[src/include/alu_macros.svh]
`ifndef ALU_MACROS_SVH
`define ALU_MACROS_SVH

// datapath width shared by the operand stage, slices and result stage
// any width of 4 or more works
// the compare flag view needs at least one padding bit above lt, eq, gt
`define ALU_WIDTH 8

// operation code field
// four codes: add, sub, compare, reserved
`define ALU_OP_WIDTH 2

// result layout follows directly from ALU_WIDTH
// see alu_result_pkg for the word and flag views
// the slice chain always has one carry bit beyond the width

// operand and result words are unsigned throughout

`endif

[src/hw/alu_op_pkg.sv]
`include "alu_macros.svh"

package alu_op_pkg;

  // operation codes accepted on i_op
  // sub and compare share the inverted operand path
  // reserved code runs through the add path
  typedef enum logic [`ALU_OP_WIDTH-1:0] {
    OP_ADD  = 2'd0,
    OP_SUB  = 2'd1,
    OP_CMP  = 2'd2,
    OP_RSVD = 2'd3
  } alu_op_e;

  // sub and compare both compute a + ~b + 1
  // op decode lives in the operand stage
  // the result stage decodes op again to pick the output view
  // op 3 is never flagged as an error

endpackage

[src/hw/alu_result_pkg.sv]
`include "alu_macros.svh"

package alu_result_pkg;

  // compare outcome packed into a result-sized word
  // exactly one of lt, eq, gt is set for a compare
  // gt sits in bit 0, eq in bit 1, lt in bit 2
  typedef struct packed {
    logic [`ALU_WIDTH-4:0] pad;
    logic                  lt;
    logic                  eq;
    logic                  gt;
  } cmp_flags_s;

  // one result word read two ways
  // word for add and sub, flags for a compare
  typedef union packed {
    logic [`ALU_WIDTH-1:0] word;
    cmp_flags_s            flags;
  } alu_result_u;

  // the padding bits of the flag view are always written as zero
  // a compare never drives the carry output
  // add and sub results wrap modulo 2^ALU_WIDTH
  // sub reports a borrow on the carry output

endpackage

[src/hw/alu_bit_slice.sv]
`timescale 1ns/1ps

module alu_bit_slice (
  input  logic i_a,
  input  logic i_b,
  input  logic i_carry,
  output logic o_sum,
  output logic o_carry,
  output logic o_eq
);

  // propagate and generate terms of the full adder
  logic prop;
  logic gen;

  // b here is already inverted for sub and compare
  assign prop = i_a ^ i_b;
  assign gen  = i_a & i_b;

  // sum bit
  assign o_sum = prop ^ i_carry;

  // ripple carry to the next bit
  // carry out when both set, or one set with a carry in
  assign o_carry = gen | (prop & i_carry);

  // with b inverted, prop high means the original bits matched
  // only meaningful for a compare
  // the result stage ands these across the word
  assign o_eq = prop;

  // every bit of the word uses this same slice
  // bit 0 gets its carry in from the operand stage
  // so there is no separate half adder cell
  // the top bit's carry out is the word carry
  // for a sub it is the inverse of the borrow
  // for a compare it is high when a >= b
  // timing is purely combinational
  // the chain sits between two register stages

endmodule

[src/hw/alu_operand_stage.sv]
`timescale 1ns/1ps

`include "alu_macros.svh"

module alu_operand_stage (
  input  logic                      RESET,
  input  logic                      i_rst_n,
  input  logic                      i_valid,
  input  alu_op_pkg::alu_op_e       i_op,
  input  logic [`ALU_WIDTH-1:0]     i_a,
  input  logic [`ALU_WIDTH-1:0]     i_b,
  output logic                      o_valid,
  output alu_op_pkg::alu_op_e       o_op,
  output logic [`ALU_WIDTH-1:0]     o_a,
  output logic [`ALU_WIDTH-1:0]     o_b_prep,
  output logic                      o_carry_in
);

  // high for ops that take a + ~b + 1
  logic                  sub_path;
  // b as the slices should see it
  logic [`ALU_WIDTH-1:0] b_prep_d;
  // carry into bit 0
  logic                  carry_in_d;

  // one decode for the whole word
  always_comb begin
    case (i_op)
      alu_op_pkg::OP_SUB: begin
        sub_path = 1'b1;
      end
      alu_op_pkg::OP_CMP: begin
        sub_path = 1'b1;
      end
      default: begin
        // add and reserved
        sub_path = 1'b0;
      end
    endcase
  end

  // two's complement negation with the +1 entering as carry in
  assign b_prep_d   = sub_path ? ~i_b : i_b;
  assign carry_in_d = sub_path;

  // strobe follows i_valid one cycle later
  always_ff @(posedge RESET) begin
    if (!i_rst_n) begin
      o_valid <= 1'b0;
    end else begin
      o_valid <= i_valid;
    end
  end

  // payload only loads with a valid operation
  // holds its last value on idle cycles
  always_ff @(posedge RESET) begin
    if (i_valid) begin
      o_op       <= i_op;
      o_a        <= i_a;
      o_b_prep   <= b_prep_d;
      o_carry_in <= carry_in_d;
    end
  end

  // o_op passes on so the result stage picks the view
  // the inverted b and carry in already encode sub vs add
  // compare and sub differ only in the output stage

endmodule

[src/hw/alu_result_stage.sv]
`timescale 1ns/1ps

`include "alu_macros.svh"

module alu_result_stage (
  input  logic                        RESET,
  input  logic                        i_rst_n,
  input  logic                        i_valid,
  input  alu_op_pkg::alu_op_e         i_op,
  input  logic [`ALU_WIDTH-1:0]       i_sum,
  input  logic [`ALU_WIDTH-1:0]       i_eq,
  input  logic                        i_carry,
  output logic                        o_valid,
  output alu_result_pkg::alu_result_u o_result,
  output logic                        o_carry
);

  // all bit positions equal
  logic                        eq_all;
  // compare flags from the final carry
  logic                        cmp_lt;
  logic                        cmp_gt;
  // next result and carry
  alu_result_pkg::alu_result_u result_d;
  logic                        carry_d;

  // equality chain over the whole word
  assign eq_all = &i_eq;

  // final carry high means a >= b
  // so a carry without equality is strictly greater
  assign cmp_gt = i_carry & ~eq_all;
  assign cmp_lt = ~i_carry;

  // pick the result view for the op
  always_comb begin
    result_d = '0;
    carry_d  = 1'b0;
    case (i_op)
      alu_op_pkg::OP_SUB: begin
        result_d.word = i_sum;
        // borrow is the missing carry
        carry_d       = ~i_carry;
      end
      alu_op_pkg::OP_CMP: begin
        result_d.flags.pad = '0;
        result_d.flags.lt  = cmp_lt;
        result_d.flags.eq  = eq_all;
        result_d.flags.gt  = cmp_gt;
        // compare never reports a carry
        carry_d            = 1'b0;
      end
      default: begin
        // add and reserved
        result_d.word = i_sum;
        carry_d       = i_carry;
      end
    endcase
  end

  // result strobe
  always_ff @(posedge RESET) begin
    if (!i_rst_n) begin
      o_valid <= 1'b0;
    end else begin
      o_valid <= i_valid;
    end
  end

  // result word and carry
  // load only with a valid operation
  // outputs read zero until the first result
  always_ff @(posedge RESET) begin
    if (!i_rst_n) begin
      o_result <= '0;
      o_carry  <= 1'b0;
    end else if (i_valid) begin
      o_result <= result_d;
      o_carry  <= carry_d;
    end
  end

  // a result is valid for the single cycle o_valid is high
  // the word holds afterwards but carries no meaning
  // the next result may follow directly as there is no back-pressure

endmodule

[src/hw/alu_top.sv]
`timescale 1ns/1ps

`include "alu_macros.svh"

module alu_top (
  input  logic                  RESET,
  input  logic                  i_rst_n,
  input  logic                  i_valid,
  input  alu_op_pkg::alu_op_e   i_op,
  input  logic [`ALU_WIDTH-1:0] i_a,
  input  logic [`ALU_WIDTH-1:0] i_b,
  output logic                  o_valid,
  output logic [`ALU_WIDTH-1:0] o_result,
  output logic                  o_carry
);

  // operand stage outputs
  logic                  op_valid;
  alu_op_pkg::alu_op_e   op_code;
  logic [`ALU_WIDTH-1:0] op_a;
  logic [`ALU_WIDTH-1:0] op_b_prep;

  // carry chain with bit 0 from the operand stage
  // the top bit goes to the result stage
  logic [`ALU_WIDTH:0]   carry;
  // per-bit slice outputs
  logic [`ALU_WIDTH-1:0] sum;
  logic [`ALU_WIDTH-1:0] eq;

  // stage 1 registers the operands and prepares b
  alu_operand_stage u_operand_stage (
    .RESET      (RESET),
    .i_rst_n    (i_rst_n),
    .i_valid    (i_valid),
    .i_op       (i_op),
    .i_a        (i_a),
    .i_b        (i_b),
    .o_valid    (op_valid),
    .o_op       (op_code),
    .o_a        (op_a),
    .o_b_prep   (op_b_prep),
    .o_carry_in (carry[0])
  );

  // ripple chain of identical slices
  genvar i;
  generate
    for (i = 0; i < `ALU_WIDTH; i = i + 1) begin : g_slice
      alu_bit_slice u_slice (
        .i_a     (op_a[i]),
        .i_b     (op_b_prep[i]),
        .i_carry (carry[i]),
        .o_sum   (sum[i]),
        .o_carry (carry[i+1]),
        .o_eq    (eq[i])
      );
    end
  endgenerate

  // stage 2 finishes the chains and registers the result
  // the union output lands on a plain word at the top
  alu_result_stage u_result_stage (
    .RESET    (RESET),
    .i_rst_n  (i_rst_n),
    .i_valid  (op_valid),
    .i_op     (op_code),
    .i_sum    (sum),
    .i_eq     (eq),
    .i_carry  (carry[`ALU_WIDTH]),
    .o_valid  (o_valid),
    .o_result (o_result),
    .o_carry  (o_carry)
  );

  // two register stages, so a result follows its input by two cycles
  // a new operation can enter every cycle

endmodule

[config.mk]
export PLATFORM = sky130hd
export DESIGN_NAME = alu_top
export DESIGN_NICKNAME = d
export VERILOG_FILES = /design/src/hw/alu_op_pkg.sv /design/src/hw/alu_result_pkg.sv /design/src/hw/alu_bit_slice.sv /design/src/hw/alu_operand_stage.sv /design/src/hw/alu_result_stage.sv /design/src/hw/alu_top.sv
export VERILOG_INCLUDE_DIRS = /design/src /design/src/include
export SDC_FILE = /design/constraint.sdc
export NUM_CORES = 1
export LEC_CHECK = 0
export BUFFER_PORTS_ARGS = -buffer_cell sky130_fd_sc_hd__buf_2
export CORE_MARGIN = 2
export CORE_UTILIZATION = 35
export DETAILED_ROUTE_END_ITERATION = 16
export PLACE_DENSITY_LB_ADDON = 0.2
export SLEW_MARGIN = 20
export SYNTH_ARGS = -nofsm -noshare
export SYNTH_HDL_FRONTEND = slang
export SYNTH_SLANG_ARGS = --single-unit
[constraint.sdc]
create_clock -name RESET -period 5.2 [get_ports RESET]
set_input_delay 1.04 -clock RESET [delete_from_list [all_inputs] [get_ports RESET]]
set_output_delay 1.04 -clock RESET [all_outputs]
set_load 0.02 [all_outputs]
# After elaboration in Yosys (flattened, before gate mapping)
# Index checks and enable logic that the tools add are counted.
[word_totals] register_bits=30 out_inout_bits=10 word_cells=62
[op_classes] eq_ne=4 muxes=4 bitwise=44 n_reduce_logical=2
[ops] cell="$and 1x1->1" n=17
[ops] cell="$mux 8" n=2
[ops] cell="$xor 1x1->1" n=16
[ops] cell="$not 8->8" n=1
[ops] cell="$or 1x1->1" n=8
[ops] cell="$reduce_and 8->1" n=1
[ops] cell="$eq 2x1->1 const B" n=2
[ops] cell="$eq 2x2->1 const B" n=2
[ops] cell="$not 1->1" n=2
[ops] cell="$pmux 1 s2" n=1
[ops] cell="$reduce_or 2->1" n=1
[ops] cell="$mux 1" n=1

# Depth between registers and ports, before layout
# Gate-level depths: netlist of run 1.
[logic_depth] word_depth=19 ltp_mapped=16 ltp_nobuf=16

# Cells and area by module
# A second synthesis of run 1 with hierarchy kept.
[hier_totals] cells_unflattened=94 area_unflattened_um2=1493.9
[by_module_without_submodules] mod="alu_operand_stage" n_inst=1 cells_per_inst=32 area_each_um2=812.0 seq_area_each_um2=590.6
[by_module_without_submodules] mod="alu_result_stage" n_inst=1 cells_per_inst=46 area_each_um2=421.7 seq_area_each_um2=200.2
[by_module_without_submodules] mod="alu_bit_slice" n_inst=8 cells_per_inst=2 area_each_um2=32.5 seq_area_each_um2=0.0

# Worst setup path after synthesis of run 1
# Ideal clock, no wire load.
[synth_path] path_kind="register to register" startpoint="register u_operand_stage.o_b_prep[0]" endpoint="register u_result_stage.o_result[2] (netlist bit)" arrival_ns=3.216 slack_ns=1.868 path_stages_with_launch=17 path_buffers=0 period_less_slack_ns=3.332 path_cell_list="edfxtp_1 > inv_1 > fa_1 > inv_1 > fa_1 > fa_1 > inv_1 > fa_1 > fa_1 > fa_1 > inv_1 > fa_1 > inv_1 > fa_1 > mux2i_1 > nand2_1 > o211a_1"
[synth_between] elab_chain_cells=19 elab_cells_between_ends=21
[synth_rtl] item="from (decl)" line_no="alu_operand_stage.sv:15" source="output logic [`ALU_WIDTH-1:0] o_b_prep,"
[synth_rtl] item="from (signal assigned)" line_no="alu_operand_stage.sv:61" source="o_b_prep <= b_prep_d;"
[synth_rtl] item="$xor 1x1->1" line_no="alu_bit_slice.sv:17" source="assign prop = i_a ^ i_b;"
[synth_rtl] item="$and 1x1->1" line_no="alu_bit_slice.sv:25" source="assign o_carry = gen | (prop & i_carry);"
[synth_rtl] item="$or 1x1->1 *" line_no="alu_bit_slice.sv:25"
[synth_rtl] item="$and 1x1->1 *" line_no="alu_bit_slice.sv:25"
[synth_rtl] item="$or 1x1->1 *" line_no="alu_bit_slice.sv:25"
[synth_rtl] item="$and 1x1->1" line_no="alu_bit_slice.sv:25"
[synth_rtl] item="$or 1x1->1" line_no="alu_bit_slice.sv:25"
[synth_rtl] item="$and 1x1->1" line_no="alu_bit_slice.sv:25"
[synth_rtl] item="(+3 left out)"
[synth_rtl] item="$and 1x1->1" line_no="alu_bit_slice.sv:25"
[synth_rtl] item="$or 1x1->1" line_no="alu_bit_slice.sv:25"
[synth_rtl] item="$and 1x1->1" line_no="alu_bit_slice.sv:25"
[synth_rtl] item="$or 1x1->1" line_no="alu_bit_slice.sv:25"
[synth_rtl] item="$and 1x1->1" line_no="alu_bit_slice.sv:25"
[synth_rtl] item="$or 1x1->1" line_no="alu_bit_slice.sv:25"
[synth_rtl] item="$not 1->1" line_no="alu_result_stage.sv:33" source="assign cmp_lt = ~i_carry;"
[synth_rtl] item="$mux 8 *" line_no="alu_result_stage.sv:39" source="case (i_op)"
[synth_rtl] item="to (signal assigned)" line_no="alu_result_stage.sv:78" source="o_result <= result_d;"
[synth_rtl] item="to (decl)" line_no="alu_result_stage.sv:14" source="output alu_result_pkg::alu_result_u o_result,"
# Every way passes the cells marked *; elsewhere a longest branch is shown, timed or not.
# A chain may end at the register's enable or synchronous reset.

# Worst setup path after layout of run 1
# Ends and elaborated chain as after synthesis.

==> results of run 1 <==
[metrics by stage]
| step | power, mW | setup WS, ps | std cells | hold WS, ps | area [sq um] |
|---|---|---|---|---|---|
| 2_1_floorplan | 0.372 | 1870 | 115 | 535 | 1480 |
| 3_3_place_gp | 0.409 | 1700 | 193 | 478 | 1680 |
| 3_5_place_dp | 0.414 | 1630 | 193 | 496 | 1680 |
| 4_1_cts | 0.586 | 1620 | 201 | 510 | 1760 |
| 5_1_grt | 0.620 | 1400 | 201 | 545 | 1760 |
| 6_report | 0.578 | 1650 | 201 | 521 | 1760 |
[state kept, by name, summed over array words and instances (netlist names)]
name                        cells
u_operand_stage.o_op            2
u_result_stage.o_carry          1
u_operand_stage.o_a             8
u_result_stage.o_valid          1
u_result_stage.o_result         8
u_operand_stage.o_valid         1
u_operand_stage.o_carry_in      1
u_operand_stage.o_b_prep        8
[cells by family (layout without fill, tap and decap cells)]
family                     Yosys count  count (layout)  share of synthesized area
and+or+nand+nor                     17              17                     0.0686
buffers and inverters               28              64                     0.0737
adders and majority gates           18              18                      0.193
xor gates and xnor gates             9               9                     0.0661
DFF                                 30              30                      0.536
AOI/OAI and AO/OA                   12              12                     0.0559
muxes                                1               1                    0.00678
[power groups by stage]
stage | combinational (mW) | sequential, mW | clock, mW
6_report | 0.110 | 0.295 | 0.172
5_1_grt | 0.128 | 0.299 | 0.193
3_3_place_gp | 0.110 | 0.299 | 0
2_1_floorplan | 0.0673 | 0.304 | 0
3_5_place_dp | 0.113 | 0.301 | 0
4_1_cts | 0.114 | 0.296 | 0.177
[layout make-up]
| cell class | instances | area share |
|---|---|---|
| Tap cell | 50 | 0.0356 |
| Inverter | 26 | 0.0555 |
| Multi-Input combinational cell | 57 | 0.328 |
| Clock buffer | 5 | 0.0391 |
| Sequential cell | 30 | 0.450 |
| Timing Repair Buffer | 30 | 0.0854 |
| Clock inverter | 3 | 0.00641 |
[placed cells by master (no fill, tap or decap), drive strengths merged]
cell / count
a22o: 1
a31oi: 1
and2: 7
buf: 30
clkbuf: 5
clkinv: 3
dfxtp: 11
edfxtp: 19
fa: 8
ha: 10
inv: 26
mux2i: 1
nand2: 2
nand2b: 2
nand3: 1
nand3b: 1
nand4: 2
nor2: 1
o211a: 1
o21ai: 1
o22ai: 7
o2bb2ai: 1
or2: 1
xnor2: 9
[layer usage]
layer,wire [um],vias to the layer above,global-route usage
met5,0,-,0
met4,67,0,0.0662
met3,160,6,0.0536
met2,1080,31,0.190
met1,1080,383,0.138
li1,-,438,-
[final timing paths]
kind / end / slack (ps) / cells after the start
setup / recovery: u_result_stage.o_result[2] / 1650 / 16
hold / removal: u_result_stage.o_result[2] / 520 / 1
setup reg to reg: u_result_stage.o_result[2] / 1650 / 16
hold reg to reg: u_result_stage.o_result[2] / 520 / 1
==> metrics.md, run 1 <==
| Metric | Value |
|---|---|
| Row count | `23` |
| Max IR drop VDD | `0.195 mV` |
| Share of layout cells above drive strength 1 | `0.252` |
| Antenna diode count | `0` |
| Port bufs | `30` |
| Combinational share of power | `0.191` |
| Internal power | `0.421 mW` |
| Final setup fails | `0` |
| DR WL/cell | `11.9 um` |
| Slowest CP cell | `fa_1` |
| Vias/cell | `4.27` |
| Syn Inst Count | `115` |
| Worst setup SP type | `flip-flop` |
| All-Layer GR Usage | `0.121` |
| Top cells by area, synth | `edfxtp_1 (39%), dfxtp_1 (15%), fa_1 (11%)` |
| Hold_buf cts | `0` |
| Slew Limit Fails | `0` |
| Starting Density | `0.366` |
| Worst r2r src | `u_operand_stage.o_b_prep[0]` |
| Number of enable flip-flop cells after synthesis | `19` |
| WS Path Type | `flip-flop to flip-flop` |
| Htree depth | `2` |
| GP Congestion | `0.784` |
| Most common cell in the netlist | `inv_1` |
| Ys flop type | `edfxtp_1` |
| Die area | `0.00475 sq mm` |
| RSZ-0062 raised after global routing | `false` |
| Most frequent cell on the critical path | `fa_1` |
| Clock share of power | `0.298` |
| Register area | `791 sq um` |
| Worst setup path start | `u_operand_stage.o_b_prep[0]` |
| Buf/Inv on CP | `5` |
| Largest net degree at the start of global routing | `21` |
| # resized after CTS | `0` |
| P_leak | `0.782 nW` |
| Net Sw Power | `0.157 mW` |
| DRC viols | `0` |
| P per Cell Area | `329 mW/mm^2` |
| Clk pin slew, worst setup/hold paths | `60 ps` |
| P&R area growth vs syn | `19.1%` |
| Synth warnings | `0` |
| Fmax | `0.282 GHz` |
| Critical-path cell list | `inv_1 > fa_1 > inv_1 > fa_1 > fa_1 > inv_1 > fa_1 > fa_1 > fa_1 > inv_1 > fa_1 > inv_1 > fa_1 > mux2i_1 > nand2_1 > o211a_1` |
| Max Cap Viol | `0` |
| First-pass GRT wire length | `3.96 mm` |
| Fillers | `392` |
| Die H | `69.0 um` |
| DP HPWL | `1.86 mm` |
| Longest Clk Path Bufs | `2` |
| Status | `finished, final reports clean` |
| Clock Skew | `4.63 ps` |
| Worst Min Path Start | `u_result_stage.o_result[2]` |
| Total CTS buffers | `5` |
| Core ar. | `0.00403 sq mm` |
| Core Util, Final | `0.436` |
| Vias after detailed routing | `858` |
| CP top delay family | `adder cells` |
| Critical Path Sink Type | `flip-flop` |
| Violation count after the first detailed-route iteration | `43` |
| Slew HR | `0.688` |
| Sequential group share of total power | `0.511` |
| First-pass detailed-route iteration total | `4` |
| Clock sink count | `30` |
| Detail Route Antenna Nets | `0` |
| Crit path DAT | `3720 ps` |
| Mapped Avg Cell Area | `12.8 sq um` |
| Worst slew pin tran | `468 ps` |
| Final setup TNS | `0 ps` |
| Vias in the first global route | `917` |
| CTS tree | `done` |
| Largest fanout on the critical path | `4` |
| Area of the multi-input gates | `577 sq um` |
| Clk_lat worst skew | `270 ps` |
| Die W | `69.0 um` |
| DRT Wirelength | `2.39 mm` |
| CP max stage delay | `420 ps` |
| Final period util | `0.683` |
| Top cell type's share of synthesized area | `0.386` |
| Post-synthesis sequential area ratio | `0.536` |
| Mapped Nets | `154` |
| Post-synth ARST share | `0` |
| Distinct cells, synth | `25` |
| Fin nets | `189` |
| Tmin final | `3550 ps` |
| Post-synth top cells | `inv_1 (26), edfxtp_1 (19), dfxtp_1 (11)` |
| Area leader, netlist | `edfxtp_1` |
| Switching share of power | `0.271` |
| Initial antenna violation count | `0` |
| I/O pin count | `31` |
| Flops & latches, synth | `30` |
| Final hold vios | `0` |
| Worst EP required | `5370 ps` |
| Postcts setup bufs | `0` |
| Grt ovf | `0` |
| Synthesized cell area | `0.00148 sq mm` |
| Worst Hold Class | `flip-flop to flip-flop` |
| Root buffer cell | `clkbuf_8` |
Power figures use the tool's default switching activity.
==> inputs of run 2 (changes only) <==
==> constraint.sdc (replaced) <==
create_clock -name RESET -period 3.3 [get_ports RESET]
set_input_delay 0.66 -clock RESET [delete_from_list [all_inputs] [get_ports RESET]]
set_output_delay 0.66 -clock RESET [all_outputs]
set_load 0.02 [all_outputs]
==> metrics.md, run 2 (synthesis gave the netlist of run 1 again) <==
| Metric | Value |
|---|---|
| Clk_lat worst skew | `270 ps (about the same)` |
| DR top layer | `met4 (unchanged)` |
| Vias after detailed routing | `872 (was 858)` |
| Slew HR | `0.691 (was 0.688)` |
| Commonest non-fill, non-tap cell in the layout | `buf_2 (unchanged)` |
| P_leak | `0.782 nW (about the same)` |
| Slew Limit Fails | `0 (unchanged)` |
| Worst EP required | `3470 ps (was 5370 ps)` |
| Most frequent cells in the layout | `buf_2 (30), inv_1 (19), edfxtp_1 (19) (was buf_2 (30), inv_1 (26), edfxtp_1 (19))` |
| Die W | `69.0 um (unchanged)` |
| DP HPWL | `1.83 mm (was 1.86 mm)` |
| Clock sink count | `30 (unchanged)` |
| Crit path DAT | `3560 ps (was 3720 ps)` |
| WS Path Type | `flip-flop to flip-flop (unchanged)` |
| Worst setup SP type | `flip-flop (unchanged)` |
| Tmin final | `3390 ps (was 3550 ps)` |
| Critical Path Sink Type | `flip-flop (unchanged)` |
| First-pass GRT wire length | `4.02 mm (was 3.96 mm)` |
| Share of layout cells above drive strength 1 | `0.375 (was 0.252)` |
| Total CTS buffers | `5 (unchanged)` |
| Post-Layout Cell Count | `202 (was 201)` |
| Worst slew pin tran | `463 ps (was 468 ps)` |
| Final setup TNS | `-155 ps (was 0 ps)` |
| Row count | `23 (unchanged)` |
| Die H | `69.0 um (unchanged)` |
| Failing checks | `setup timing` |
| CTS tree | `done (unchanged)` |
| Detail Route Antenna Nets | `0 (unchanged)` |
| DRC viols | `0 (unchanged)` |
| Htree depth | `2 (unchanged)` |
| Starting Density | `0.366 (unchanged)` |
| P per Cell Area | `515 mW/mm^2 (was 329 mW/mm^2)` |
| RSZ-0062 raised after global routing | `true (was false)` |
| DR WL/cell | `11.7 um (was 11.9 um)` |
| Die area | `0.00475 sq mm (unchanged)` |
| Initial antenna violation count | `0 (unchanged)` |
| Root buffer cell | `clkbuf_8 (unchanged)` |
| Max Cap Viol | `0 (unchanged)` |
| Fmax | `0.295 GHz (was 0.282 GHz)` |
| Fin nets | `191 (was 189)` |
| DP Cell Count | `194 (was 193)` |
| Vias in the first global route | `907 (was 917)` |
| First-pass detailed-route iteration total | `4 (unchanged)` |
| Hold slack | `481 ps (was 521 ps)` |
| Violation count after the first detailed-route iteration | `34 (was 43)` |
| Core Util, Final | `0.449 (was 0.436)` |
| GP Congestion | `0.785 (was 0.784)` |
| Final WS setup | `-90.2 ps (was 1650 ps)` |
| DRT Wirelength | `2.36 mm (was 2.39 mm)` |
| Status | `complete, but fails checks (was finished, final reports clean)` |
| Met2 wire len | `1.06 mm (was 1.08 mm)` |
| Longest Clk Path Bufs | `2 (unchanged)` |
| Fillers | `380 (was 392)` |
| Clk pin slew, worst setup/hold paths | `60 ps (about the same)` |
| Largest net degree at the start of global routing | `21 (unchanged)` |
| Clock Skew | `1.55 ps (was 4.63 ps)` |
| Port bufs | `30 (unchanged)` |
| Final hold vios | `0 (unchanged)` |
| I/O pin count | `31 (unchanged)` |
| Final period util | `1.03 (was 0.683)` |
| Max IR drop VDD | `0.257 mV (was 0.195 mV)` |
| Final setup fails | `2 (was 0)` |
| Worst slack, placed | `-232 ps (was 1630 ps)` |
| All-Layer GR Usage | `0.122 (was 0.121)` |
| Routed met3 length | `191 um (was 160 um)` |
| Antenna diode count | `0 (unchanged)` |
| Vias/cell | `4.32 (was 4.27)` |
| Core ar. | `0.00403 sq mm (unchanged)` |
| Largest fanout on the critical path | `1 (was 4)` |
| Grt ovf | `0 (unchanged)` |
| Registers with the most flip-flops | `u_operand_stage.o_a: 8 flops, u_operand_stage.o_b_prep: 8 flops, u_result_stage.o_result: 8 flops (unchanged)` |
| Worst Hold Class | `flip-flop to flip-flop (unchanged)` |
| P&R area growth vs syn | `22.5% (was 19.1%)` |
| M1 wire length | `1.05 mm (was 1.08 mm)` |
==> run 2: cell types whose count changed in the layout (fill, tap and decap cells not counted), moves of 2 or more <==
cell,change
inv_2,+7
clkbuf_1,+2
fa_1,-8
fa_2,+8
clkinv_1,-3
inv_1,-7
==> run 2: final cells by class <==
cell class / instances / area [sq um] / area share
Tap cell: 50 / 62.6 / 0.0346
Sequential cell: 30 / 791 / 0.437
Timing Repair Buffer: 32 / 169 / 0.0934
Inverter: 26 / 97.6 / 0.0540
Multi-Input combinational cell: 57 / 612 / 0.338
Clock buffer: 7 / 76.3 / 0.0422
==> run 2: power by group <==
part           internal [mW]  switching (mW)  total [mW]
clock                  0.145           0.124       0.269
combinational         0.0977          0.0997       0.197
sequential             0.441          0.0235       0.465
total                  0.684           0.247       0.931
==> run 2: metrics by stage <==
step | area (sq um) | power, mW
detailed placement | 1690 | 0.654
finish | 1810 | 0.931
CTS | 1780 | 0.936
floorplan | 1480 | 0.586
global placement | 1690 | 0.648
global route | 1810 | 0.998
==> run 2: worst max-delay path: stages (launching register included) <==
cell and delay [ps]:
edfxtp_1 340, inv_2 40, fa_2 380, inv_2 60
fa_2 180, fa_2 190, inv_2 40, fa_2 340
fa_2 350, fa_2 340, inv_2 60, fa_2 180
inv_2 40, fa_2 510, o22ai_1 70, and2_1 170
==> run 2: routing by layer <==
metal,global-route usage,vias to the layer above
li1,-,440
met4,0.0662,0
met5,0,-
met1,0.141,395
met2,0.189,32
met3,0.0552,5
==> run 2: worst paths after layout <==
kind / slack (ps) / from / cells past startpoint / endpoint
worst max-delay path: -90 / u_operand_stage.o_carry_in / 15 / u_result_stage.o_result[7]
worst min-delay path: 480 / u_result_stage.o_result[2] / 1 / u_result_stage.o_result[2]
worst max register to register: -90 / u_operand_stage.o_carry_in / 15 / u_result_stage.o_result[7]
worst min register to register: 480 / u_result_stage.o_result[2] / 1 / u_result_stage.o_result[2]
==> run 2: timing repair <==
| item | in CTS | in global routing |
|---|---|---|
| hold buffers | 0 | 0 |
| setup endpoints to repair | 4 | 4 |
| buffers inserted | 0 | 1 |
| resized for setup | 12 | 6 |
| pin swaps | 0 | 3 |
==> inputs of run 3 (changes only) <==
--- a/config.mk
+++ b/config.mk
@@ -6,9 +6,12 @@
 export SDC_FILE = /design/constraint.sdc
 export NUM_CORES = 1
 export LEC_CHECK = 0
+export ABC_AREA = 1
 export BUFFER_PORTS_ARGS = -buffer_cell sky130_fd_sc_hd__buf_2
+export CELL_PAD_IN_SITES_DETAIL_PLACEMENT = 1
+export CELL_PAD_IN_SITES_GLOBAL_PLACEMENT = 2
 export CORE_MARGIN = 2
-export CORE_UTILIZATION = 35
+export CORE_UTILIZATION = 34
 export DETAILED_ROUTE_END_ITERATION = 16
 export PLACE_DENSITY_LB_ADDON = 0.2
 export SLEW_MARGIN = 20
==> metrics.md, run 3 <==
| Metric | Value |
|---|---|
| CP max stage delay | `510 ps (about the same)` |
| Clock Skew | `8.07 ps (was 1.55 ps)` |
| Design Power | `0.958 mW (was 0.931 mW)` |
| Post-synthesis sequential area ratio | `0.537 (was 0.536)` |
| Worst EP required | `3470 ps (about the same)` |
| Critical Path Sink Type | `flip-flop (unchanged)` |
| First-pass GRT wire length | `4.69 mm (was 4.02 mm)` |
| Failing checks | `setup timing (unchanged)` |
| Clk pin slew, worst setup/hold paths | `70 ps (was 60 ps)` |
| Combinational share of power | `0.202 (was 0.212)` |
| Post-synth ARST share | `0 (unchanged)` |
| P_leak | `0.836 nW (was 0.782 nW)` |
| First-pass detailed-route iteration total | `4 (unchanged)` |
| Largest net degree at the start of global routing | `21 (unchanged)` |
| Htree depth | `2 (unchanged)` |
| Vias in the first global route | `1053 (was 907)` |
| Clk_lat worst skew | `280 ps (was 270 ps)` |
| Worst slack, placed | `-230 ps (was -232 ps)` |
| Post-synth top cells | `inv_1 (25), nand2_1 (23), edfxtp_1 (19) (was inv_1 (26), edfxtp_1 (19), dfxtp_1 (11))` |
| Crit path DAT | `3490 ps (was 3560 ps)` |
| Largest fanout on the critical path | `1 (unchanged)` |
| Die area | `0.00488 sq mm (was 0.00475 sq mm)` |
| Final period util | `1.01 (was 1.03)` |
| Detail Route Antenna Nets | `0 (unchanged)` |
| Fillers | `472 (was 380)` |
| Final hold vios | `0 (unchanged)` |
| Ys flop type | `edfxtp_1 (unchanged)` |
| Synthesized cell area | `0.00147 sq mm (was 0.00148 sq mm)` |
| Longest Clk Path Bufs | `2 (unchanged)` |
| DRT Wirelength | `2.78 mm (was 2.36 mm)` |
| Slowest CP cell | `fa_2 (unchanged)` |
| Root buffer cell | `clkbuf_8 (unchanged)` |
| Row count | `23 (unchanged)` |
| Critical-path cell list | `inv_2 > fa_2 > inv_2 > fa_2 > fa_2 > inv_2 > fa_2 > fa_2 > fa_2 > inv_2 > fa_2 > inv_2 > fa_2 > o21a_1 > nor2_1 (was inv_2 > fa_2 > inv_2 > fa_2 > fa_2 > inv_2 > fa_2 > fa_2 > fa_2 > inv_2 > fa_2 > inv_2 > fa_2 > o22ai_1 > and2_1)` |
| Worst setup SP type | `flip-flop (unchanged)` |
| Tmin final | `3320 ps (was 3390 ps)` |
| Internal power | `0.693 mW (was 0.684 mW)` |
| Syn Inst Count | `129 (was 115)` |
| Antenna diode count | `0 (unchanged)` |
| Switching share of power | `0.277 (was 0.266)` |
| P&R area growth vs syn | `22.8% (was 22.5%)` |
| Starting Density | `0.361 (was 0.366)` |
| Worst Min Path Start | `u_result_stage.o_result[2] (unchanged)` |
| Fmax | `0.301 GHz (was 0.295 GHz)` |
| Vias/cell | `4.37 (was 4.32)` |
| Net Sw Power | `0.266 mW (was 0.247 mW)` |
| DRC viols | `0 (unchanged)` |
| Mapped Nets | `168 (was 154)` |
| Vias after detailed routing | `952 (was 872)` |
| Worst slew pin tran | `461 ps (was 463 ps)` |
| Top cell type's share of synthesized area | `0.387 (was 0.386)` |
| GP Congestion | `0.806 (was 0.785)` |
| Die W | `69.8 um (was 69.0 um)` |
| DP HPWL | `2.21 mm (was 1.83 mm)` |
| Number of enable flip-flop cells after synthesis | `19 (unchanged)` |
| Max IR drop VDD | `0.265 mV (was 0.257 mV)` |
| Slew HR | `0.693 (was 0.691)` |
| WS Path Type | `flip-flop to flip-flop (unchanged)` |
| Buf/Inv on CP | `5 (unchanged)` |
| Postcts setup bufs | `0 (unchanged)` |
| Most frequent cell on the critical path | `fa_2 (unchanged)` |
| Worst Hold Class | `flip-flop to flip-flop (unchanged)` |
| Post-Layout Cell Count | `218 (was 202)` |
| CP top delay family | `adder cells (unchanged)` |
| P per Cell Area | `529 mW/mm^2 (was 515 mW/mm^2)` |
| Top cells by area, synth | `edfxtp_1 (39%), dfxtp_1 (15%), fa_1 (11%) (unchanged)` |
| Clock sink count | `30 (unchanged)` |
| Synth warnings | `0 (unchanged)` |
| Commonest non-fill, non-tap cell in the layout | `buf_2 (unchanged)` |
| Grt ovf | `0 (unchanged)` |
| Violation count after the first detailed-route iteration | `38 (was 34)` |
| Status | `complete, but fails checks (unchanged)` |
| Fin nets | `206 (was 191)` |
| CTS tree | `done (unchanged)` |
| Final setup fails | `2 (unchanged)` |
| Flops & latches, synth | `30 (unchanged)` |
| Total CTS buffers | `5 (unchanged)` |
| Sequential group share of total power | `0.484 (was 0.499)` |
| Registers with the most flip-flops | `u_operand_stage.o_a: 8 flops, u_operand_stage.o_b_prep: 8 flops, u_result_stage.o_result: 8 flops (unchanged)` |
| Share of layout cells above drive strength 1 | `0.333 (was 0.375)` |
| Area of the multi-input gates | `611 sq um (was 612 sq um)` |
| Mapped Avg Cell Area | `11.4 sq um (was 12.8 sq um)` |
| Worst r2r src | `u_operand_stage.o_carry_in (unchanged)` |
| Area leader, netlist | `edfxtp_1 (unchanged)` |
| Die H | `69.8 um (was 69.0 um)` |
| I/O pin count | `31 (unchanged)` |
| All-Layer GR Usage | `0.130 (was 0.122)` |
| Register area | `791 sq um (unchanged)` |
| Clock share of power | `0.314 (was 0.289)` |
| Worst setup path start | `u_operand_stage.o_carry_in (unchanged)` |
| Most frequent cells in the layout | `buf_2 (30), nand2_1 (22), inv_1 (19), edfxtp_1 (19), dfxtp_1 (11) (was buf_2 (30), inv_1 (19), edfxtp_1 (19))` |
| Final WS setup | `-22.4 ps (was -90.2 ps)` |
| RSZ-0062 raised after global routing | `true (unchanged)` |
| Distinct cells, synth | `15 (was 25)` |
| Slew Limit Fails | `0 (unchanged)` |
| Most common cell in the netlist | `inv_1 (unchanged)` |
| Core ar. | `0.00409 sq mm (was 0.00403 sq mm)` |
| Initial antenna violation count | `0 (unchanged)` |
| DR WL/cell | `12.7 um (was 11.7 um)` |
| Max Cap Viol | `0 (unchanged)` |
| DP Cell Count | `210 (was 194)` |
| Port bufs | `30 (unchanged)` |
run 3: cell types whose count changed in the layout (fill, tap and decap cells not counted), moves of 2 or more:
cell | before | now
and2_1 | 7 | 0
xor2_1 | 0 | 8
nand4_1 | 2 | 0
o21a_1 | 0 | 4
nand2_1 | 2 | 22
nor2_1 | 0 | 8
o22ai_1 | 7 | 0
a21oi_1 | 0 | 5
xnor2_1 | 8 | 0
run 3: per-stage QoR:
stage	hold WS [ps]	setup TNS [ps]	cell area [sq um]	utilization
6_report	467	-28.6	1810	0.443
5_1_grt	498	-507	1810	0.443
4_1_cts	473	-248	1800	0.441
3_5_place_dp	463	-721	1690	0.415
3_3_place_gp	453	-497	1690	0.415
2_1_floorplan	490	0	1470	-
run 3: power by group through the flow:
stage | sequential [mW] | combinational, mW | clock (mW)
floorplan | 0.480 | 0.0977 | 0
global placement | 0.469 | 0.178 | 0
detailed placement | 0.472 | 0.185 | 0
CTS | 0.465 | 0.196 | 0.318
global route | 0.470 | 0.223 | 0.331
finish | 0.464 | 0.193 | 0.301
run 3: cell families (layout without fill, tap and decap cells):
kind of cell | Yosys count | count (layout) | synth area share
adders and majority gates | 18 | 18 | 0.194
DFF | 30 | 30 | 0.537
xor gates and xnor gates | 9 | 9 | 0.0662
buffers and inverters | 26 | 65 | 0.0662
and+or+nand+nor | 34 | 34 | 0.0883
AOI/OAI and AO/OA | 12 | 12 | 0.0492
run 3: per-layer routing:
layer / global-route usage / vias up / part of all wire
met1: 0.139 / 445 / 0.41
met4: 0.0769 / 0 / 0.019
li1: - / 474 / -
met3: 0.0494 / 6 / 0.060
met2: 0.216 / 27 / 0.51
met5: 0 / - / 0
run 3: path summary, 6_finish.rpt:
check / endpoint / slack [ps] / cells after the start
setup / recovery: u_result_stage.o_result[7] / -20 / 15
hold / removal: u_result_stage.o_result[2] / 470 / 2
setup reg to reg: u_result_stage.o_result[7] / -20 / 15
hold reg to reg: u_result_stage.o_result[2] / 470 / 2
run 3: area by class of cell:
class	instances	share of cell area
inverter	26	0.0539
tap	50	0.0346
clock inverter	1	0.00276
clock buffer	7	0.0477
timing repair buffer	31	0.0871
multi-input combinational	73	0.337
sequential	30	0.437
run 3: worst min-delay path: cells and delay by family (launching register included):
| kind | cells | cell delay, ps |
|---|---|---|
| DFF | 1 | 310 |
| AOI/OAI and AO/OA | 1 | 50 |
| and+or+nand+nor | 1 | 60 |
run 3: what timing repair did:
item / CTS / global route
hold buffers: 0 / 0
gates resized for setup: 10 / 6
pin swaps: 4 / 8
setup endpoints to repair: 4 / 4
